`config.mk`:
```
export PLATFORM = sky130hd
export DESIGN_NAME = pixel_fifo_flat
export DESIGN_NICKNAME = d
export VERILOG_FILES = /design/src/ppu_pkg.sv /design/src/pixel_fifo_if.sv /design/src/pixel_fifo.sv /design/src/flat_wrapper.sv
export SDC_FILE = /design/constraint.sdc
export NUM_CORES = 1
export LEC_CHECK = 0
export ABC_AREA = 1
export BUFFER_PORTS_ARGS = -buffer_cell sky130_fd_sc_hd__buf_2
export CAP_MARGIN = 5
export CORE_UTILIZATION = 35
export CTS_CLUSTER_SIZE = 16
export DETAILED_ROUTE_END_ITERATION = 10
export GPL_TIMING_DRIVEN = 0
export PLACE_DENSITY = 0.61
export RECOVER_POWER = 100
export SLEW_MARGIN = 20
export SYNTH_ARGS = -nofsm -noshare
export SYNTH_HDL_FRONTEND = slang
export SYNTH_SLANG_ARGS = --single-unit
```
`constraint.sdc`:
```
create_clock -name clk -period 3.85 [get_ports clk]
set_input_delay 0.77 -clock clk [delete_from_list [all_inputs] [get_ports clk]]
set_output_delay 0.77 -clock clk [all_outputs]
set_load 0.01 [all_outputs]
```
`src/ppu_pkg.sv`:
```
`default_nettype none

package ppu_pkg;

  // Visible screen area
  localparam int GB_SCREEN_WIDTH = 160;
  localparam int GB_SCREEN_HEIGHT = 144;

  // Framebuffer holds one 2-bit word per visible pixel
  localparam int NUM_PIXELS = GB_SCREEN_WIDTH * GB_SCREEN_HEIGHT;
  localparam int FB_ADDR_W = 15;

  // 21 tiles cover 160 pixels plus up to 7 pixels of fine scroll
  localparam int TILES_PER_LINE = 21;
  localparam int PIXELS_PER_LINE = TILES_PER_LINE * 8;

  // Pixel FIFO sizing, pointers carry one extra wrap bit
  localparam int PIX_FIFO_DEPTH = 16;
  localparam int PIX_FIFO_PTR_W = 5;

  // Background color index 0..3
  typedef logic [1:0] gb_color_t;

endpackage

`default_nettype wire

```
`src/pixel_fifo_if.sv`:
```
`timescale 1ns/1ps
`default_nettype none

interface pixel_fifo_if;
  import ppu_pkg::*;

  // Push side, fetcher to FIFO
  logic push;
  gb_color_t push_color;
  logic [PIX_FIFO_PTR_W-1:0] free_slots;

  // Pop side, FIFO to writer
  logic read_en;
  gb_color_t read_data;
  logic empty;

  modport fetcher_side (
    output push,
    output push_color,
    input  free_slots
  );

  modport fifo_side (
    input  push,
    input  push_color,
    output free_slots,
    input  read_en,
    output read_data,
    output empty
  );

  modport framebuffer_side (
    output read_en,
    input  read_data,
    input  empty
  );

endinterface

`default_nettype wire

```
`src/pixel_fifo.sv`:
```
`timescale 1ns/1ps
`default_nettype none

module pixel_fifo (
  input logic clk,
  input logic reset,
  input logic flush,
  pixel_fifo_if.fifo_side fifo_bus
);
  import ppu_pkg::*;

  logic [PIX_FIFO_PTR_W-1:0] wr_ptr;
  logic [PIX_FIFO_PTR_W-1:0] rd_ptr;
  logic [PIX_FIFO_PTR_W-1:0] count;

  gb_color_t mem [PIX_FIFO_DEPTH];

  logic do_push;
  logic do_pop;

  // Extra pointer bit tells full from empty
  assign count = wr_ptr - rd_ptr;
  assign fifo_bus.empty = count == '0;
  assign fifo_bus.free_slots = PIX_FIFO_PTR_W'(PIX_FIFO_DEPTH) - count;

  // Head entry always visible to the writer
  assign fifo_bus.read_data = mem[rd_ptr[PIX_FIFO_PTR_W-2:0]];

  assign do_push = fifo_bus.push && (fifo_bus.free_slots != '0);
  assign do_pop = fifo_bus.read_en && !fifo_bus.empty;

  always_ff @(posedge clk or posedge reset) begin
    if (reset) begin
      wr_ptr <= '0;
      rd_ptr <= '0;
    end else if (flush) begin
      wr_ptr <= '0;
      rd_ptr <= '0;
    end else begin
      if (do_push) begin
        wr_ptr <= wr_ptr + 1'b1;
      end
      if (do_pop) begin
        rd_ptr <= rd_ptr + 1'b1;
      end
    end
  end

  always_ff @(posedge clk) begin
    if (do_push) begin
      mem[wr_ptr[PIX_FIFO_PTR_W-2:0]] <= fifo_bus.push_color;
    end
  end

endmodule

`default_nettype wire

```
`src/flat_wrapper.sv`:
```
// flat-port wrapper written by rule: the top's interface ports become plain ports
module pixel_fifo_flat import ppu_pkg::*;
  (clk, reset, flush, fifo_bus_push, fifo_bus_push_color, fifo_bus_free_slots, fifo_bus_read_en, fifo_bus_read_data, fifo_bus_empty);
  pixel_fifo_if fifo_bus_i ();
  input logic clk;
  input logic reset;
  input logic flush;
  input wire logic [$bits(fifo_bus_i.push)-1:0] fifo_bus_push;
  input wire logic [$bits(fifo_bus_i.push_color)-1:0] fifo_bus_push_color;
  output wire logic [$bits(fifo_bus_i.free_slots)-1:0] fifo_bus_free_slots;
  input wire logic [$bits(fifo_bus_i.read_en)-1:0] fifo_bus_read_en;
  output wire logic [$bits(fifo_bus_i.read_data)-1:0] fifo_bus_read_data;
  output wire logic [$bits(fifo_bus_i.empty)-1:0] fifo_bus_empty;
  assign fifo_bus_i.push = fifo_bus_push;
  assign fifo_bus_i.push_color = fifo_bus_push_color;
  assign fifo_bus_free_slots = fifo_bus_i.free_slots;
  assign fifo_bus_i.read_en = fifo_bus_read_en;
  assign fifo_bus_read_data = fifo_bus_i.read_data;
  assign fifo_bus_empty = fifo_bus_i.empty;
  pixel_fifo u_core (.clk(clk), .reset(reset), .flush(flush), .fifo_bus(fifo_bus_i));
endmodule
```
# --- Word-level counts from Yosys, hierarchy flattened ---
# Memory sizes are Yosys's and may differ from the RTL's.
# Cells that the tools add are included.
op_classes:
  add_sub_neg: 4
  reduce_logical: 7
  n_mux: 6
op_table:
  columns: ["operator", "n"]
  rows:
  - ["$mux W5", 4]
  - ["$add A5 B1 Y5 const B", 2]
  - ["$logic_not A5 Y1", 1]
  - ["$reduce_bool A5 Y1", 1]
  - ["$sub A5 B5 Y5", 1]
  - ["$sub A5 B5 Y5 const A", 1]
  - ["$reduce_bool A2 Y1", 2]
  - ["$logic_and A1 B1 Y1", 2]
  - ["$mux W1", 2]
  - ["$logic_not A1 Y1", 1]
word_totals:
  mem_bits_rw: 32
  in_bits: 7
  register_bits: 10
  memories: 1
  elab_cells: 20
mem_list:
  columns: ["name", "words", "word_bits", "rd", "rd_clocked_by_memory_dff", "wr", "line_no", "source"]
  rows:
  - ["u_core.mem", 16, 2, 1, 0, 1, "pixel_fifo.sv:16", "gb_color_t mem [PIX_FIFO_DEPTH];"]

# --- Depth between registers and ports, before layout ---
depth:
  ltp_word: 6
  mapped_depth: 16
  depth_no_buf: 15

# --- Worst setup path after synthesis ---
# OpenSTA, ideal clock, no wires.
synth_path:
  path_type: "register -> register"
  startpoint: "register u_core.wr_ptr[0]"
  endpoint: "memory u_core.mem[0][0] (netlist name), enable pin"
  path_buffers: 1
  path_stages_with_launch: 14
  synth_period_minus_slack_ps: 2874
  arrival_ps: 2546
  setup_slack_ps: 976
  cell_sequence: "dfrtp_1 inv_1 ha_1 fa_1 ha_1 inv_1 a211oi_1 ha_1 nand2_1 nor2_4 nand3_4 nand2_4 buf_6 nor3_1"
synth_via:
  elab_chain_cells: 6
synth_lines:
  columns: ["item", "line_no", "source"]
  rows:
  - ["start, declared", "pixel_fifo.sv:12", "logic [PIX_FIFO_PTR_W-1:0] wr_ptr;"]
  - ["start signal, assigned", "pixel_fifo.sv:41", "wr_ptr <= wr_ptr + 1'b1;"]
  - ["$sub A5 B5 Y5", "pixel_fifo.sv:22", "assign count = wr_ptr - rd_ptr;"]
  - ["$sub A5 B5 Y5", "pixel_fifo.sv:24", "assign fifo_bus.free_slots = PIX_FIFO_PTR_W'(PIX_FIFO_DEPTH) - count;"]
  - ["$reduce_bool A5 Y1", "pixel_fifo.sv:29", "assign do_push = fifo_bus.push && (fifo_bus.free_slots != '0);"]
  - ["$logic_and A1 B1 Y1", "pixel_fifo.sv:29", null]
  - ["$mux W1", "pixel_fifo.sv:50", "if (do_push) begin"]
  - ["$mux W1 (implied by the code)", "pixel_fifo.sv:51", "mem[wr_ptr[PIX_FIFO_PTR_W-2:0]] <= fifo_bus.push_color;"]
  - ["end, declared", "pixel_fifo.sv:16", null]
# Several ways; a longest one is shown, not always the timed one.

# --- Final worst setup path ---
layout_path:
  startpoint: "register u_core.rd_ptr[1]"
  endpoint: "memory u_core.mem[7][0] (netlist name), enable pin"
layout_via:
  elab_chain_cells: 6
layout_lines:
  columns: ["item", "line_no", "source"]
  rows:
  - ["start, declared", "pixel_fifo.sv:13", "logic [PIX_FIFO_PTR_W-1:0] rd_ptr;"]
  - ["start signal, assigned", "pixel_fifo.sv:44", "rd_ptr <= rd_ptr + 1'b1;"]
  - ["$sub A5 B5 Y5", "pixel_fifo.sv:22", null]
  - ["$sub A5 B5 Y5", "pixel_fifo.sv:24", null]
  - ["$reduce_bool A5 Y1", "pixel_fifo.sv:29", null]
  - ["$logic_and A1 B1 Y1", "pixel_fifo.sv:29", null]
  - ["$mux W1", "pixel_fifo.sv:50", null]
  - ["$mux W1 (implied by the code)", "pixel_fifo.sv:51", null]
# No other way between the ends.

==> reports/qor.csv <==
stage,metric,value,unit
finish,"most common cell after layout, fill and taps aside",edfxtp_1,
cts,CTS sink cnt,42,
timing,Final Hold Viols,0,
synthesis,sequential area share after synthesis,0.538,
finish,ANT cells,0,
synthesis,"Cell Area, Synth",2250,um^2
timing,period utilisation layout,0.907,
global_route,largest net degree at the start of global routing,17,
worst_setup_path,RR Startpoint,u_core.rd_ptr[1],
finish,filler cell count,585,
placed_design,GP Congestion,0.783,
routing,drt wl/cell,14.8,um
synthesis,synth top area cells,"edfxtp_1, dfrtp_1, ha_1",
floorplanning,die width,82.2,um
cts,Post-CTS Setup Repair Bufs,0,
cts,Post-CTS Hold Fix Bufs,0,
floorplanning,Initial Util,0.371,
routing,Via density,5.05,
routing,DRT Wirelength,4750,um
global_route,vias in the first global route,1528,
worst_setup_path,Crit Path Category,reg -> reg,
cts,Worst-Skew Late Latency,300,ps
flow_run,max_cap viols,0,
worst_setup_path,nature of the critical path endpoint,register,
placed_design,dpl ws,462,ps
synthesis,Yosys cell types,30,
placed_design,post-DP HPWL,3450,um
power_and_ir_drop,pwr dens,602,nW/um^2
timing,measured slew at the worst slew-check pin,684,ps
cts,PostCTS Resize Cnt,0,
global_route,global route overflow,0,
synthesis,leading area contributor after synthesis,edfxtp_1,
synthesis,Syn. warnings,0,
cts,CTS tree,done,
synthesis,Synth async-reset ratio,0.238,
timing,count of final setup violators,0,
finish,Layout Area Growth over Synthesis,10.2,%
timing,Slew headroom,0.544,
synthesis,Mapped Cells,224,
cts,clock slew at reported path FFs,90,ps
timing,final worst slack,358,ps
worst_setup_path,arrival time worst endpoint,3440,ps
cts,CTS H-tree depth,2,
cts,Root Buffer,clkbuf_8,
synthesis,mean area per synthesized cell,10.0,um^2
floorplanning,row count,28,
routing,drt first pass iters,4,
timing,worst clock skew,11.5,ps
worst_setup_path,"reg-to-reg slack, setup",360,ps
finish,most frequent cells in the layout,"edfxtp_1, nand2_1, nor2_1, inv_1, o21ai_0",
synthesis,number of enable flip-flop cells after synthesis,32,
timing,Final Max Tran Viols,0,
finish,share of cells above drive strength 1,0.122,
synthesis,syn_nets,244,
finish,Sequential Area,1210,um^2
synthesis,Synth Flop Type,edfxtp_1,
worst_setup_path,CP Launch Type,register,
global_route,initial antenna violation count,0,
floorplanning,# IOs,15,
finish,Multi-input gate area,871,um^2
synthesis,"FF+latch count, synth",42,
cts,CTS max path bufs,2,
timing,TNS Setup,0,ps
cts,CTS Buf Count,5,
timing,RSZ-0062 raised after global routing,no,
routing,# DRC,0,
global_route,gr usage total,0.155,
placed_design,Port Buffers,14,
power_and_ir_drop,leak pwr,0.989,nW
finish,nets@finish,265,
routing,Detail Route Antenna Nets,0,
worst_setup_path,worst-path fanout max,10,
worst_setup_path,Critical Path Source,u_core.rd_ptr[1],
global_route,first-pass GRT wire length,7540,um
worst_setup_path,"Req. time, crit path",3800,ps
floorplanning,Die ar.,6750,um^2
status,status,"complete, no violations",
floorplanning,Die Ht,82.2,um
timing,minimum clock period,3490,ps
synthesis,Yosys top cell area share,0.427,
floorplanning,CORE AREA,6060,um^2
timing,f_max,286,MHz
power_and_ir_drop,Peak VDD IR,0.217,mV
min_path,Hold/Removal Path Class,in -> async,
routing,DR iter-0 viols,90,
routing,vias after detailed routing,1620,
power breakdown:
group / leakage [nW] / switching, mW / internal, mW
clock: 0.0579 / 0.155 / 0.191
combinational: 0.506 / 0.396 / 0.212
sequential: 0.425 / 0.0229 / 0.515
kinds of logic (layout without fill, tap and decap cells):
kind of cell	after synthesis	after routing	synth area share
AO/OA/AOI/OAI	37	37	0.0945
XOR/XNOR	4	4	0.0156
adder cells (fa/ha/maj)	13	13	0.0756
buffers and inverters	32	54	0.0623
flip-flops	42	42	0.538
AND/OR/NAND/NOR	96	96	0.214
synth_stat cells, types with 2 or more instances:
library cell / count
edfxtp_1: 32
nand2_1: 26
nor2_1: 25
inv_1: 23
o21ai_0: 19
nor3_1: 17
ha_1: 12
nand3_1: 12
dfrtp_1: 10
a21oi_1: 6
nand3_2: 6
o22ai_1: 5
buf_2: 4
nand2_2: 3
nand4_1: 3
xor2_1: 3
a211oi_1: 2
buf_6: 2
o211ai_1: 2
o221ai_1: 2
registers in the layout (all words and copies together) (netlist names):
name / flops
u_core.rd_ptr: 5
u_core.mem: 32
u_core.wr_ptr: 5
layer usage:
layer / vias up / global-route usage / wire length [um] / share of wire
li1: 822 / - / - / -
met1: 771 / 0.202 / 2260 / 0.48
met2: 19 / 0.250 / 2330 / 0.49
met3: 8 / 0.0286 / 91 / 0.019
met4: 0 / 0.0684 / 68 / 0.014
met5: - / 0 / 0 / 0
layout make-up:
type | instances | area share
sequential | 42 | 0.489
tap | 75 | 0.0379
buffer | 7 | 0.0151
inverter | 25 | 0.0379
clock inverter | 3 | 0.0162
multi-input combinational | 150 | 0.351
timing repair buffer | 14 | 0.0252
clock buffer | 5 | 0.0278
worst max-delay path, stage by stage (launching register included):
cell      delay (ps)
dfrtp_1          420
buf_2            250
clkinv_1         300
ha_1             390
nand3_1          120
nand2_1          110
nand2_1           70
a211oi_1         250
ha_1             300
nand2_1           70
nor2_1            60
nand3_4          110
nand2_1          110
clkbuf_2         210
nor3_1           360
per-stage QoR:
| stage | power [mW] | utilization | std cells | hold slack (ps) | instance area [um^2] |
|---|---|---|---|---|---|
| 3_3_place_gp | 1.20 | 0.398 | 313 | 478 | 2410 |
| 6_report | 1.49 | 0.409 | 321 | 438 | 2480 |
| 3_5_place_dp | 1.21 | 0.398 | 313 | 474 | 2410 |
| 5_1_grt | 1.59 | 0.409 | 321 | 485 | 2480 |
| 2_1_floorplan | 1.02 | - | 224 | 453 | 2250 |
| 4_1_cts | 1.55 | 0.416 | 321 | 457 | 2520 |
final timing paths:
| kind | end | cells past startpoint |
|---|---|---|
| worst min register to register | u_core.rd_ptr[4] | 1 |
| worst min-delay path | u_core.rd_ptr[3] | 2 |
| min in group clk | u_core.rd_ptr[4] | 1 |
| worst max register to register | u_core.mem[7][0] | 14 |
| max in group asynchronous | u_core.wr_ptr[4] | 2 |
| worst max-delay path | u_core.mem[7][0] | 14 |
(Power assumes the default switching activity.)
