**config.mk**
```make
export PLATFORM = sky130hd
export DESIGN_NAME = tile_fetcher_flat
export DESIGN_NICKNAME = d
export VERILOG_FILES = /design/src/ppu_pkg.sv /design/src/pixel_fifo_if.sv /design/src/tile_fetcher.sv /design/src/flat_wrapper.sv
export SDC_FILE = /design/constraint.sdc
export NUM_CORES = 1
export LEC_CHECK = 0
export ABC_AREA = 0
export BUFFER_PORTS_ARGS = -buffer_cell sky130_fd_sc_hd__buf_2
export CORE_MARGIN = 5
export CORE_UTILIZATION = 48
export DETAILED_ROUTE_END_ITERATION = 10
export GPL_ROUTABILITY_DRIVEN = 0
export PLACE_DENSITY = 0.73
export RECOVER_POWER = 25
export SKIP_CTS_REPAIR_TIMING = 1
export SLEW_MARGIN = 20
export SYNTH_ARGS = -nofsm -noshare
export SYNTH_HDL_FRONTEND = slang
export SYNTH_SLANG_ARGS = --single-unit
```
**constraint.sdc**
```tcl
create_clock -name clk -period 1.95 [get_ports clk]
set_clock_uncertainty 0.15 [all_clocks]
set_input_delay 0.195 -clock clk [delete_from_list [all_inputs] [get_ports clk]]
set_output_delay 0.195 -clock clk [all_outputs]
set_load 0.02 [all_outputs]
```
**src/ppu_pkg.sv**
```systemverilog
`default_nettype none

package ppu_pkg;

  // Visible screen area
  localparam int GB_SCREEN_WIDTH = 160;
  localparam int GB_SCREEN_HEIGHT = 144;

  // Framebuffer holds one 2-bit word per visible pixel
  localparam int NUM_PIXELS = GB_SCREEN_WIDTH * GB_SCREEN_HEIGHT;
  localparam int FB_ADDR_W = 15;

  // 21 tiles cover 160 pixels plus up to 7 pixels of fine scroll
  localparam int TILES_PER_LINE = 21;
  localparam int PIXELS_PER_LINE = TILES_PER_LINE * 8;

  // Pixel FIFO sizing, pointers carry one extra wrap bit
  localparam int PIX_FIFO_DEPTH = 16;
  localparam int PIX_FIFO_PTR_W = 5;

  // Background color index 0..3
  typedef logic [1:0] gb_color_t;

endpackage

`default_nettype wire

```
**src/pixel_fifo_if.sv**
```systemverilog
`timescale 1ns/1ps
`default_nettype none

interface pixel_fifo_if;
  import ppu_pkg::*;

  // Push side, fetcher to FIFO
  logic push;
  gb_color_t push_color;
  logic [PIX_FIFO_PTR_W-1:0] free_slots;

  // Pop side, FIFO to writer
  logic read_en;
  gb_color_t read_data;
  logic empty;

  modport fetcher_side (
    output push,
    output push_color,
    input  free_slots
  );

  modport fifo_side (
    input  push,
    input  push_color,
    output free_slots,
    input  read_en,
    output read_data,
    output empty
  );

  modport framebuffer_side (
    output read_en,
    input  read_data,
    input  empty
  );

endinterface

`default_nettype wire

```
**src/tile_fetcher.sv**
```systemverilog
`timescale 1ns/1ps
`default_nettype none

module tile_fetcher (
  input  logic       clk,
  input  logic       reset,
  input  logic       flush,
  input  logic [7:0] scx,
  input  logic       tile_ack,
  input  logic [7:0] tile_lo,
  input  logic [7:0] tile_hi,
  output logic       tile_req,
  output logic [4:0] tile_x,
  output logic [7:0] tile_y,
  pixel_fifo_if.fetcher_side fifo_bus
);
  import ppu_pkg::*;

  typedef enum logic [1:0] {
    S_IDLE,
    S_REQ,
    S_WAIT_ACK_LOW,
    S_PUSH
  } fetch_state_t;

  fetch_state_t state;

  // Position within the frame
  logic [4:0] tile_cnt;
  logic [4:0] base_col;
  logic [7:0] line;
  logic [2:0] pix_cnt;

  // Captured bitplanes, MSB is the next pixel out
  logic [7:0] lo_sr;
  logic [7:0] hi_sr;

  logic room_for_tile;
  logic last_pix;
  logic last_tile;
  logic last_line;

  // Only start a tile when all eight pixels are guaranteed a slot
  assign room_for_tile = fifo_bus.free_slots >= PIX_FIFO_PTR_W'(8);
  assign last_pix = pix_cnt == 3'd7;
  assign last_tile = tile_cnt == 5'(TILES_PER_LINE - 1);
  assign last_line = line == 8'(GB_SCREEN_HEIGHT - 1);

  assign tile_req = state == S_REQ;
  assign tile_y = line;
  // Coarse column wraps mod 32
  assign tile_x = base_col + tile_cnt;

  assign fifo_bus.push = state == S_PUSH;
  assign fifo_bus.push_color = {hi_sr[7], lo_sr[7]};

  always_ff @(posedge clk or posedge reset) begin
    if (reset) begin
      state <= S_IDLE;
      tile_cnt <= '0;
      base_col <= '0;
      line <= '0;
      pix_cnt <= '0;
    end else if (flush) begin
      // Drop any request in flight and let the source release ack first
      state <= S_WAIT_ACK_LOW;
      tile_cnt <= '0;
      line <= '0;
      pix_cnt <= '0;
    end else begin
      case (state)
        S_IDLE: begin
          if (room_for_tile && !tile_ack) begin
            // Coarse scroll sampled once per line
            if (tile_cnt == '0) begin
              base_col <= scx[7:3];
            end
            state <= S_REQ;
          end
        end

        S_REQ: begin
          if (tile_ack) begin
            pix_cnt <= '0;
            state <= S_PUSH;
          end
        end

        S_PUSH: begin
          pix_cnt <= pix_cnt + 3'd1;
          if (last_pix) begin
            if (last_tile) begin
              tile_cnt <= '0;
              line <= last_line ? 8'd0 : line + 8'd1;
            end else begin
              tile_cnt <= tile_cnt + 5'd1;
            end
            // Skip the wait state when the source has already released ack
            state <= tile_ack ? S_WAIT_ACK_LOW : S_IDLE;
          end
        end

        S_WAIT_ACK_LOW: begin
          if (!tile_ack) begin
            state <= S_IDLE;
          end
        end

        default: state <= S_IDLE;
      endcase
    end
  end

  // Bitplane shift register
  always_ff @(posedge clk) begin
    if (state == S_REQ && tile_ack) begin
      lo_sr <= tile_lo;
      hi_sr <= tile_hi;
    end else if (state == S_PUSH) begin
      lo_sr <= {lo_sr[6:0], 1'b0};
      hi_sr <= {hi_sr[6:0], 1'b0};
    end
  end

endmodule

`default_nettype wire

```
**src/flat_wrapper.sv**
```systemverilog
// flat-port wrapper written by rule: the top's interface ports become plain ports
module tile_fetcher_flat import ppu_pkg::*;
  (clk, reset, flush, scx, tile_ack, tile_lo, tile_hi, tile_req, tile_x, tile_y, fifo_bus_push, fifo_bus_push_color, fifo_bus_free_slots);
  pixel_fifo_if fifo_bus_i ();
  input  logic clk;
  input  logic reset;
  input  logic flush;
  input  logic [7:0] scx;
  input  logic tile_ack;
  input  logic [7:0] tile_lo;
  input  logic [7:0] tile_hi;
  output logic tile_req;
  output logic [4:0] tile_x;
  output logic [7:0] tile_y;
  output wire logic [$bits(fifo_bus_i.push)-1:0] fifo_bus_push;
  output wire logic [$bits(fifo_bus_i.push_color)-1:0] fifo_bus_push_color;
  input wire logic [$bits(fifo_bus_i.free_slots)-1:0] fifo_bus_free_slots;
  assign fifo_bus_push = fifo_bus_i.push;
  assign fifo_bus_push_color = fifo_bus_i.push_color;
  assign fifo_bus_i.free_slots = fifo_bus_free_slots;
  tile_fetcher u_core (.clk(clk), .reset(reset), .flush(flush), .scx(scx), .tile_ack(tile_ack), .tile_lo(tile_lo), .tile_hi(tile_hi), .tile_req(tile_req), .tile_x(tile_x), .tile_y(tile_y), .fifo_bus(fifo_bus_i));
endmodule
```
# [Yosys cells after proc, flatten, opt, wreduce, memory -nomap -nowiden]
# Cells that the tools add are included.
[totals] ff_bits=39 input_bits=33 output_inout_bits=17 wordCells=61
[classes] add_sub_neg=4 order_cmp=1 n_eq_ne=10 muxes=23 bitwise_logic=1 reduce_logical=15
[op_table] op="$mux W8" n=9
[op_table] op="$mux W5" n=4
[op_table] op="$mux W2" n=6
[op_table] op="$add A8 B1 Y8 const B" n=1
[op_table] op="$eq A8 B8 Y1 const B" n=1
[op_table] op="$pmux W2 S4" n=1
[op_table] op="$reduce_and A4 Y1" n=2
[op_table] op="$reduce_bool A2 Y1" n=4
[op_table] op="$mux W3" n=2
[op_table] op="$ne A3 B2 Y1 const B" n=2
[op_table] op="$ne A3 B3 Y1 const B" n=2
[op_table] op="$pmux W3 S2" n=1
[op_table] op="$add A5 B1 Y5 const B" n=1
[op_table] op="$add A5 B5 Y5" n=1
[op_table] op="$eq A5 B5 Y1 const B" n=1
[op_table] op="$ge A5 B4 Y1 const B" n=1
[op_table] op="$logic_not A5 Y1" n=1
[op_table] op="$eq A2 B2 Y1 const B" n=2
[op_table] op="$reduce_and A2 Y1" n=2
[op_table] op="$add A3 B1 Y3 const B" n=1
[op_table] op="$eq A3 B3 Y1 const B" n=1
[op_table] op="$reduce_and A3 Y1" n=1
[op_table] op="$reduce_bool A3 Y1" n=1
[op_table] op="$eq A2 B1 Y1 const B" n=1
[op_table] op="other kinds (4)" n=5

# [Depth between registers and ports, before layout]
# Gate-level depths: netlist of run 1.
[logic_depth] ltp_word=6 depth_mapped=7 ltp_nobuf=6

# [Least setup slack after synthesis of run 1]
# OpenSTA, ideal clock, no wires.
[synth_path] kind="register to output" start="reg u_core.tile_cnt[0]" end="out tile_x[4]" arrival_ns=1.583 required_ns=1.605 slack_ns=0.022 path_stages_with_launch=6 path_buffers=0 path_cell_list="dfrtp_1 > ha_1 > fa_1 > a21o_1 > a21oi_1 > xnor2_1"
[synth_via] elab_chain_cells=1
[synth_lines] item="start: declaration" line_no="tile_fetcher.sv:29" text="logic [4:0] tile_cnt;"
[synth_lines] item="start signal: assignment" line_no="tile_fetcher.sv:96" text="tile_cnt <= tile_cnt + 5'd1;"
[synth_lines] item="$add A5 B5 Y5" line_no="tile_fetcher.sv:52" text="assign tile_x = base_col + tile_cnt;"
[synth_lines] item="end: declaration" line_no="flat_wrapper.sv:13" text="output logic [4:0] tile_x;"
# No other way between the ends.

# [Final worst setup path of run 1]
# Same ends and word-level chain as after synthesis.

==> impl_metrics.py, run 1 <==
metrics = {
    "clock_network": {
        "clockBufferDepth": 2,
        "root_buffer": "clkbuf_8",
        "clk-insertion-delay-late_ps": 290,
        "cts_tree": "yes",
        "path_clk_slew_ps": 70,
        "htreeDepth": 2,
        "cts.sinks": 39,
        "cts_buffers": 5,
    },
    "yosys": {
        "netlist.area_leader.share": 0.285,
        "ys.flop_type": "dfrtp_1",
        "synth-seq-cells": 39,
        "syn_area_per_cell_um2": 12.2,
        "synth_cell_types": 42,
        "synthesis.area_mm2": 0.00202,
        "synthTopCellsByArea": "dfrtp_1, edfxtp_1, mux2_2",
        "synth.most_common_cell": "dfrtp_1",
        "synth_edf_count": 16,
        "yosysSeqAreaShare": 0.523,
        "syn_inst": 165,
        "synth-async-reset-ratio": 0.590,
        "yosysTopAreaCell": "dfrtp_1",
        "syn_nets": 208,
        "synth_common_cells": "dfrtp_1, mux2_2, edfxtp_1, nor2_1",
        "yosysWarnings": 0,
    },
    "critical_path": {
        "cp_top_family": "adder cells",
        "crit_type": "register to primary output",
        "endpoint_kind": "primary output",
        "cpMaxStageDelayCell": "dfrtp_1",
        "worst_setup_path_start_kind": "register",
        "cp.required_ps": 1600,
        "critPathArrivalTime_ps": 1880,
        "worst-path-buf-inv": 1,
        "cpPeakStageDelay_ps": 410,
        "crit_path_cell_trace": "ha_2 > fa_2 > a21o_1 > a21oi_2 > xnor2_1 > buf_4",
        "crit_fanout": 3,
    },
    "timing": {
        "rsz0062_at_grt": "yes",
        "min_period_ps": 2230,
        "period_share": 1.14,
        "relSlewSlack": 0.629,
        "finalSetupViolations": 3,
        "hold_viol_final": 0,
        "fmax_mhz": 449,
        "worstMarginPinSlew_ps": 557,
        "finalWorstSetupSlack_ps": -278,
        "final_max_slew_viol_count": 0,
    },
    "floorplan": {
        "die_area_mm2": 0.00561,
        "core_mm2": 0.00403,
        "ios": 50,
        "rows": 23,
        "die_x_um": 74.9,
        "die-height_um": 74.9,
        "start_util": 0.502,
    },
    "layout": {
        "antenna_cells": 0,
        "utilization": 0.648,
        "syn_to_final_growth_pct": 29.1,
        "layout-drive-gt1-share": 0.440,
        "final_nets": 274,
        "fin_area_mm2": 0.00261,
    },
    "routing": {
        "antenna_left": 0,
        "dr_total_vias": 1474,
        "drt-total-wl_um": 3920,
        "vias_per_cell": 5.23,
        "drtIter0Drc": 69,
        "firstDrtPassIters": 4,
        "wl_per_cell_um": 13.9,
        "drc": 0,
    },
    "placed_design": {
        "io_buffers": 43,
        "placed_area_mm2": 0.00237,
        "dpl.hpwl_um": 2750,
    },
    "pwr": {
        "peakVddDrop_mv": 0.568,
        "leakage_nw": 1.19,
        "power_density_mw_per_mm2": 882,
        "total_power_w": 0.00230,
    },
    "min_path": {
        "hp-class": "input port to register",
    },
    "global_routing": {
        "grt_max_degree": 24,
        "grt_pass1_vias": 1399,
        "grt_overflow": 0,
        "antenna_found_initial": 0,
        "grt_pass1_wl_um": 6000,
        "groute.usage.overall": 0.142,
    },
    "run_status": {
        "violations": "negative setup slack",
        "status": "complete, but fails checks",
    },
    "run": {
        "cap_viol_max_count": 0,
    },
}
[stage by stage]
| stage | instances | hold slack, ps | worst slack [ps] | TNS, ps |
|---|---|---|---|---|
| after floorplan | 165 | 46.9 | 21.5 | 0 |
| after global placement | 267 | 99.5 | -10.5 | -10.5 |
| after detailed placement | 267 | 99.1 | -51.6 | -51.6 |
| after CTS | 275 | -222 | -375 | -682 |
| after global routing | 282 | 7.77 | -364 | -852 |
| final | 282 | 1.04 | -278 | -581 |
[final cells by class]
class	instances	area (µm²)
Inverter	7	28.8
Tap cell	50	62.6
Clock buffer	7	76.3
Multi-Input combinational cell	112	940
Sequential cell	39	1060
Clock inverter	1	30.0
Timing Repair Buffer	66	415
Fill cell	325	1420
[cell usage in the layout, fill, tap and decap left out, types with 5 or more instances in the layout]
cell type	count
buf_2	39
inv_1	5
dlygate4sd3_1	5
clkbuf_8	5
edfxtp_1	16
dfrtp_1	23
nor2_1	10
ha_1	7
mux2_2	19
buf_4	19
nand2_1	5
o21ai_0	9
[sequential cells by signal, summed over array words and instances, names as in the netlist]
name	count
u_core.base_col	5
u_core.tile_y	8
u_core.lo_sr	8
u_core.state	2
u_core.pix_cnt	3
u_core.tile_cnt	5
u_core.hi_sr	8
[cell families (layout without fill, tap and decap cells)]
| kind of cell | Yosys count | in the layout | synth area share |
|---|---|---|---|
| adder cells (fa/ha/maj) | 10 | 10 | 0.0656 |
| XOR/XNOR | 6 | 6 | 0.0260 |
| flip-flops | 39 | 39 | 0.523 |
| AND/OR/NAND/NOR | 40 | 40 | 0.108 |
| buffers and inverters | 14 | 81 | 0.0347 |
| multiplexers | 20 | 20 | 0.111 |
| AO/OA/AOI/OAI | 36 | 36 | 0.133 |
[routing by layer]
| metal | part of all wire | vias to the layer above | track usage | wire, µm |
|---|---|---|---|---|
| met5 | 0 | - | 0 | 0 |
| met4 | 0.011 | 0 | 0.0474 | 43 |
| met3 | 0.065 | 5 | 0.0534 | 256 |
| met2 | 0.48 | 33 | 0.232 | 1880 |
| met1 | 0.44 | 691 | 0.173 | 1730 |
| li1 | - | 745 | - | - |
[final timing paths]
check                      slack [ps]            endpoint          startpoint  depth (start not counted)
max in group asynchronous         860  u_core.base_col[0]               reset                          4
max reg2reg                        30    u_core.tile_y[5]  u_core.tile_cnt[0]                          8
min reg2reg                       370  u_core.base_col[0]  u_core.base_col[0]                          1
min in group asynchronous         420    u_core.tile_y[7]               reset                          4
min                                 1  u_core.base_col[0]              scx[3]                          2
max                              -280           tile_x[4]  u_core.tile_cnt[0]                          6
[power by group]
part | total, W | switching, W | internal [W] | leakage [nW]
registers | 0.00101 | 0.0000631 | 0.000944 | 0.453
clock network | 0.000646 | 0.000264 | 0.000382 | 0.0524
logic | 0.000647 | 0.000331 | 0.000316 | 0.689
No activity file was read; power rests on OpenSTA's default activity.
==> inputs of run 2 (changes only) <==
==> constraint.sdc (replaced) <==
create_clock -name clk -period 1.95 [get_ports clk]
set_clock_uncertainty 0.15 [all_clocks]
set_input_delay 0.2925 -clock clk [delete_from_list [all_inputs] [get_ports clk]]
set_output_delay 0.2925 -clock clk [all_outputs]
set_load 0.02 [all_outputs]
==> run 2 against run 1 <==
Against the previous run: the flow still finishes with violations (negative setup slack); combinational power up 0.9%; hold slack better by 84 ps; flip-flop and latch count unchanged; die area unchanged; clock-buffer cell count is the same; power down 5.0%; critical path type unchanged; largest cell class unchanged.
==> impl_metrics.py, run 2 (same netlist as run 1, synthesis figures left out) <==
metrics = {
    "run_status": {
        "status": "complete, but fails checks",
        "violations": "negative setup slack",
    },
    "layout": {
        "layout_commonest_cell": "buf_2",
        "seqCellArea_mm2": 0.00106,
        "syn_to_final_growth_pct": 25.3,
        "antenna_cells": 0,
        "fin_area_mm2": 0.00253,
        "final_nets": 268,
        "layout-drive-gt1-share": 0.451,
        "fillCellCount": 342,
        "final_cell_mix": "buf_2, dfrtp_1, mux2_2",
        "multiInputGateArea_um2": 943,
    },
    "timing": {
        "fmax_mhz": 439,
        "finalWorstSetupSlack_ps": -329,
        "worstMarginPinSlew_ps": 571,
        "period_share": 1.17,
        "min_period_ps": 2280,
        "final_max_slew_viol_count": 0,
        "rsz0062_at_grt": "yes",
        "finalSetupViolations": 5,
        "hold_viol_final": 0,
        "relSlewSlack": 0.619,
    },
    "floorplan": {
        "die_x_um": 74.9,
        "ios": 50,
        "rows": 23,
        "die-height_um": 74.9,
        "core_mm2": 0.00403,
        "start_util": 0.502,
        "die_area_mm2": 0.00561,
    },
    "clock_network": {
        "cts.sinks": 39,
        "cts_tree": "yes",
        "clk-insertion-delay-late_ps": 290,
        "htreeDepth": 2,
        "path_clk_slew_ps": 70,
        "clockBufferDepth": 2,
        "cts_buffers": 5,
        "root_buffer": "clkbuf_8",
    },
    "critical_path": {
        "cpMaxStageDelayCell": "dfrtp_1",
        "worst_setup_path_start_kind": "register",
        "cpPeakStageDelay_ps": 390,
        "critPathArrivalTime_ps": 1840,
        "worst-path-buf-inv": 1,
        "cp.required_ps": 1510,
        "crit_fanout": 2,
        "crit_path_cell_trace": "ha_2 > fa_2 > a21o_1 > a21oi_2 > xnor2_2 > buf_4",
        "cp_top_family": "adder cells",
        "cp.depth": 6,
        "reg2reg_depth": 6,
        "endpoint_kind": "primary output",
        "crit_type": "register to primary output",
    },
    "routing": {
        "wl_per_cell_um": 14.6,
        "drt-total-wl_um": 4020,
        "drc": 0,
        "dr_total_vias": 1476,
        "firstDrtPassIters": 6,
        "drtIter0Drc": 50,
        "vias_per_cell": 5.35,
        "antenna_left": 0,
    },
    "pwr": {
        "total_power_w": 0.00219,
        "leakage_nw": 1.16,
        "peakVddDrop_mv": 0.613,
        "power_density_mw_per_mm2": 863,
    },
    "min_path": {
        "hp-class": "input port to register",
        "holdPathStages": 2,
    },
    "global_routing": {
        "antenna_found_initial": 0,
        "groute.usage.overall": 0.152,
        "grt_max_degree": 24,
        "grt_pass1_vias": 1456,
        "grt_overflow": 0,
        "grt_pass1_wl_um": 6560,
    },
    "placed_design": {
        "placed_area_mm2": 0.00237,
        "io_buffers": 43,
        "dpl.hpwl_um": 3040,
    },
    "run": {
        "cap_viol_max_count": 0,
    },
}
[run 2: changes by cell type in the layout (fill, tap and decap cells not counted), moves of 2 or more]
cell           change
dfrtp_1            -2
buf_4              -2
dlygate4sd3_1      -4
dfrtp_2            +2
[run 2: final timing paths]
kind                               startpoint                  to  slack, ps
min reg2reg                u_core.base_col[2]  u_core.base_col[2]        380
max reg2reg                u_core.tile_cnt[1]    u_core.tile_y[7]        -10
max                        u_core.base_col[0]           tile_x[4]       -330
min                                    scx[7]  u_core.base_col[4]         90
max in group asynchronous               reset  u_core.tile_cnt[2]        710
min in group asynchronous               reset    u_core.tile_y[6]        530
[run 2: area by class of cell]
| cell class | instances | area share |
|---|---|---|
| sequential | 39 | 0.418 |
| multi-input combinational | 112 | 0.373 |
| timing repair buffer | 60 | 0.142 |
| clock buffer | 7 | 0.0301 |
| tap | 50 | 0.0247 |
| inverter | 7 | 0.0104 |
| clock inverter | 1 | 0.00198 |
[run 2: stage by stage]
stage	instances	utilization	setup TNS (ps)	setup slack, ps	hold slack, ps
2_1_floorplan	165	-	0	32.8	144
3_3_place_gp	264	0.587	-96.1	-69.7	193
3_5_place_dp	264	0.587	-324	-111	200
4_1_cts	272	0.607	-1240	-440	-119
5_1_grt	276	0.629	-1060	-411	82.4
6_report	276	0.629	-638	-329	85.5
[run 2: routing by layer]
metal | GRT usage | part of all wire | up-vias
met5 | 0 | 0 | -
met4 | 0.0474 | 0.0062 | 0
met3 | 0.0427 | 0.061 | 4
met2 | 0.269 | 0.51 | 34
met1 | 0.179 | 0.42 | 707
li1 | - | - | 731
[run 2: power by group]
group	internal [W]	total, W	switching (W)
registers	0.000946	0.00102	0.0000740
clock network	0.000251	0.000514	0.000263
logic	0.000328	0.000653	0.000325
total	0.00152	0.00219	0.000661
==> inputs of run 3 (changes only) <==
--- a/config.mk
+++ b/config.mk
@@ -8,10 +8,10 @@
 export ABC_AREA = 0
 export BUFFER_PORTS_ARGS = -buffer_cell sky130_fd_sc_hd__buf_2
 export CORE_MARGIN = 5
-export CORE_UTILIZATION = 48
+export CORE_UTILIZATION = 53
 export DETAILED_ROUTE_END_ITERATION = 10
 export GPL_ROUTABILITY_DRIVEN = 0
-export PLACE_DENSITY = 0.73
+export PLACE_DENSITY = 0.76
 export RECOVER_POWER = 25
 export SKIP_CTS_REPAIR_TIMING = 1
 export SLEW_MARGIN = 20
==> constraint.sdc (replaced) <==
create_clock -name clk -period 2.1 [get_ports clk]
set_clock_uncertainty 0.15 [all_clocks]
set_input_delay 0.315 -clock clk [delete_from_list [all_inputs] [get_ports clk]]
set_output_delay 0.315 -clock clk [all_outputs]
set_load 0.02 [all_outputs]
==> run 3 against run 2 <==
Against the previous run: the flow still finishes with violations (negative setup slack); register-to-register slack better by 60 ps; clock-buffer cell count down 1; hold slack better by 26 ps; sequential share of layout area down 0.56 points.
==> impl_metrics.py, run 3 (same netlist as run 1, synthesis figures left out) <==
metrics = {
    "run_status": {
        "status": "complete, but fails checks",
        "violations": "negative setup slack",
    },
    "layout": {
        "antenna_cells": 0,
        "layout-drive-gt1-share": 0.448,
        "seqCellArea_mm2": 0.00106,
        "final_nets": 265,
        "multiInputGateArea_um2": 953,
        "layout_commonest_cell": "buf_2",
        "fillCellCount": 280,
        "final_cell_mix": "buf_2, dfrtp_1, mux2_2",
        "syn_to_final_growth_pct": 26.9,
    },
    "min_path": {
        "hp-class": "input port to register",
        "min_from": "scx[4]",
        "min_to": "u_core.base_col[1]",
        "holdPathStages": 2,
    },
    "pwr": {
        "peakVddDrop_mv": 0.629,
        "swShare": 0.274,
        "leakage_nw": 1.16,
        "p_int_w": 0.00162,
        "seqPwrFrac": 0.426,
        "power_density_mw_per_mm2": 869,
        "p_sw_w": 0.000610,
        "power_frac_comb": 0.250,
        "pwr-share-clk": 0.324,
    },
    "timing": {
        "min_period_ps": 2270,
        "fmax_mhz": 440,
        "relSlewSlack": 0.603,
        "hold_ws_ps": 111,
        "finalSetupViolations": 1,
        "hold_viol_final": 0,
        "finalWorstSetupSlack_ps": -174,
        "period_share": 1.08,
        "worstMarginPinSlew_ps": 596,
        "final_max_slew_viol_count": 0,
        "rsz0062_at_grt": "yes",
    },
    "critical_path": {
        "timing.rr.start": "u_core.tile_cnt[0]",
        "cp.required_ps": 1630,
        "critPathArrivalTime_ps": 1810,
        "rrSetupSlack_ps": 50,
        "reg2reg_depth": 9,
        "worst_setup_path_start_kind": "register",
        "endpoint_kind": "primary output",
        "r2r_end": "u_core.tile_y[5]",
        "crit_type": "register to primary output",
        "crit_fanout": 2,
    },
    "placed_design": {
        "post-place-ws_ps": -20.5,
        "dpl.hpwl_um": 2930,
        "io_buffers": 43,
    },
    "clock_network": {
        "path_clk_slew_ps": 70,
        "clockBufferDepth": 2,
        "cts.sinks": 39,
        "htreeDepth": 2,
        "cts_tree": "yes",
        "root_buffer": "clkbuf_8",
        "clk-insertion-delay-late_ps": 290,
        "cts_buffers": 5,
    },
    "floorplan": {
        "core_mm2": 0.00369,
        "die_area_mm2": 0.00515,
        "die_x_um": 71.7,
        "die-height_um": 71.7,
        "start_util": 0.548,
        "rows": 22,
        "ios": 50,
    },
    "routing": {
        "firstDrtPassIters": 4,
        "drt-total-wl_um": 4020,
        "antenna_left": 0,
        "vias_per_cell": 5.44,
        "dr_total_vias": 1475,
        "drtIter0Drc": 68,
        "drc": 0,
        "wl_per_cell_um": 14.8,
    },
    "global_routing": {
        "grt_max_degree": 24,
        "antenna_found_initial": 0,
        "grt_pass1_wl_um": 6520,
        "grt_overflow": 0,
        "groute.usage.overall": 0.161,
        "grt_pass1_vias": 1466,
    },
    "run": {
        "cap_viol_max_count": 0,
    },
}
-- run 3: area by class of cell --
class	count	share of cell area
Clock inverter	2	0.0234
Multi-Input combinational cell	112	0.372
Inverter	7	0.0112
Sequential cell	39	0.412
Clock buffer	6	0.0283
Timing Repair Buffer	57	0.129
Tap cell	48	0.0234
-- run 3: per-stage QoR --
stage          total power (W)  setup TNS, ps  instances  utilization  cell area [µm²]
4_1_cts                0.00219           -517        267        0.667             2460
3_5_place_dp           0.00146          -21.7        259        0.631             2330
2_1_floorplan          0.00130              0        165            -             2020
6_report               0.00223           -174        271        0.695             2560
5_1_grt                0.00235           -415        271        0.695             2560
3_3_place_gp           0.00143              0        259        0.631             2330
-- run 3: critical path, stage by stage, from the launching register on --
cell and delay [ps]:
dfrtp_1 390, ha_2 200, fa_2 330, a21o_1 180, a21oi_2 140, xnor2_1 130, buf_4 160
-- run 3: worst max-delay path by stage --
stage                  startpoint  cells after the start  slack, ps          endpoint
2_1_floorplan  u_core.tile_cnt[0]                      5         50         tile_x[4]
3_3_place_gp   u_core.base_col[0]                      6         30         tile_x[4]
3_5_place_dp   u_core.tile_cnt[0]                      7        -20  u_core.tile_y[7]
4_1_cts        u_core.base_col[0]                      6       -320         tile_x[4]
5_1_grt        u_core.base_col[0]                      6       -240         tile_x[4]
6_report       u_core.tile_cnt[0]                      6       -170         tile_x[4]
-- run 3: metal layers --
metal,wire (µm),track usage,vias to the layer above,part of all wire
met3,260,0.0603,7,0.065
met1,1680,0.178,701,0.42
met2,2020,0.283,41,0.50
met4,57,0.0543,0,0.014
met5,0,0,-,0
li1,-,-,726,-
-- run 3: power by group through the flow --
stage | clock (W) | combinational, W | sequential (W)
floorplan | 0 | 0.000348 | 0.000950
global placement | 0 | 0.000482 | 0.000951
detailed placement | 0 | 0.000503 | 0.000960
CTS | 0.000743 | 0.000505 | 0.000944
global route | 0.000777 | 0.000614 | 0.000962
finish | 0.000722 | 0.000556 | 0.000950
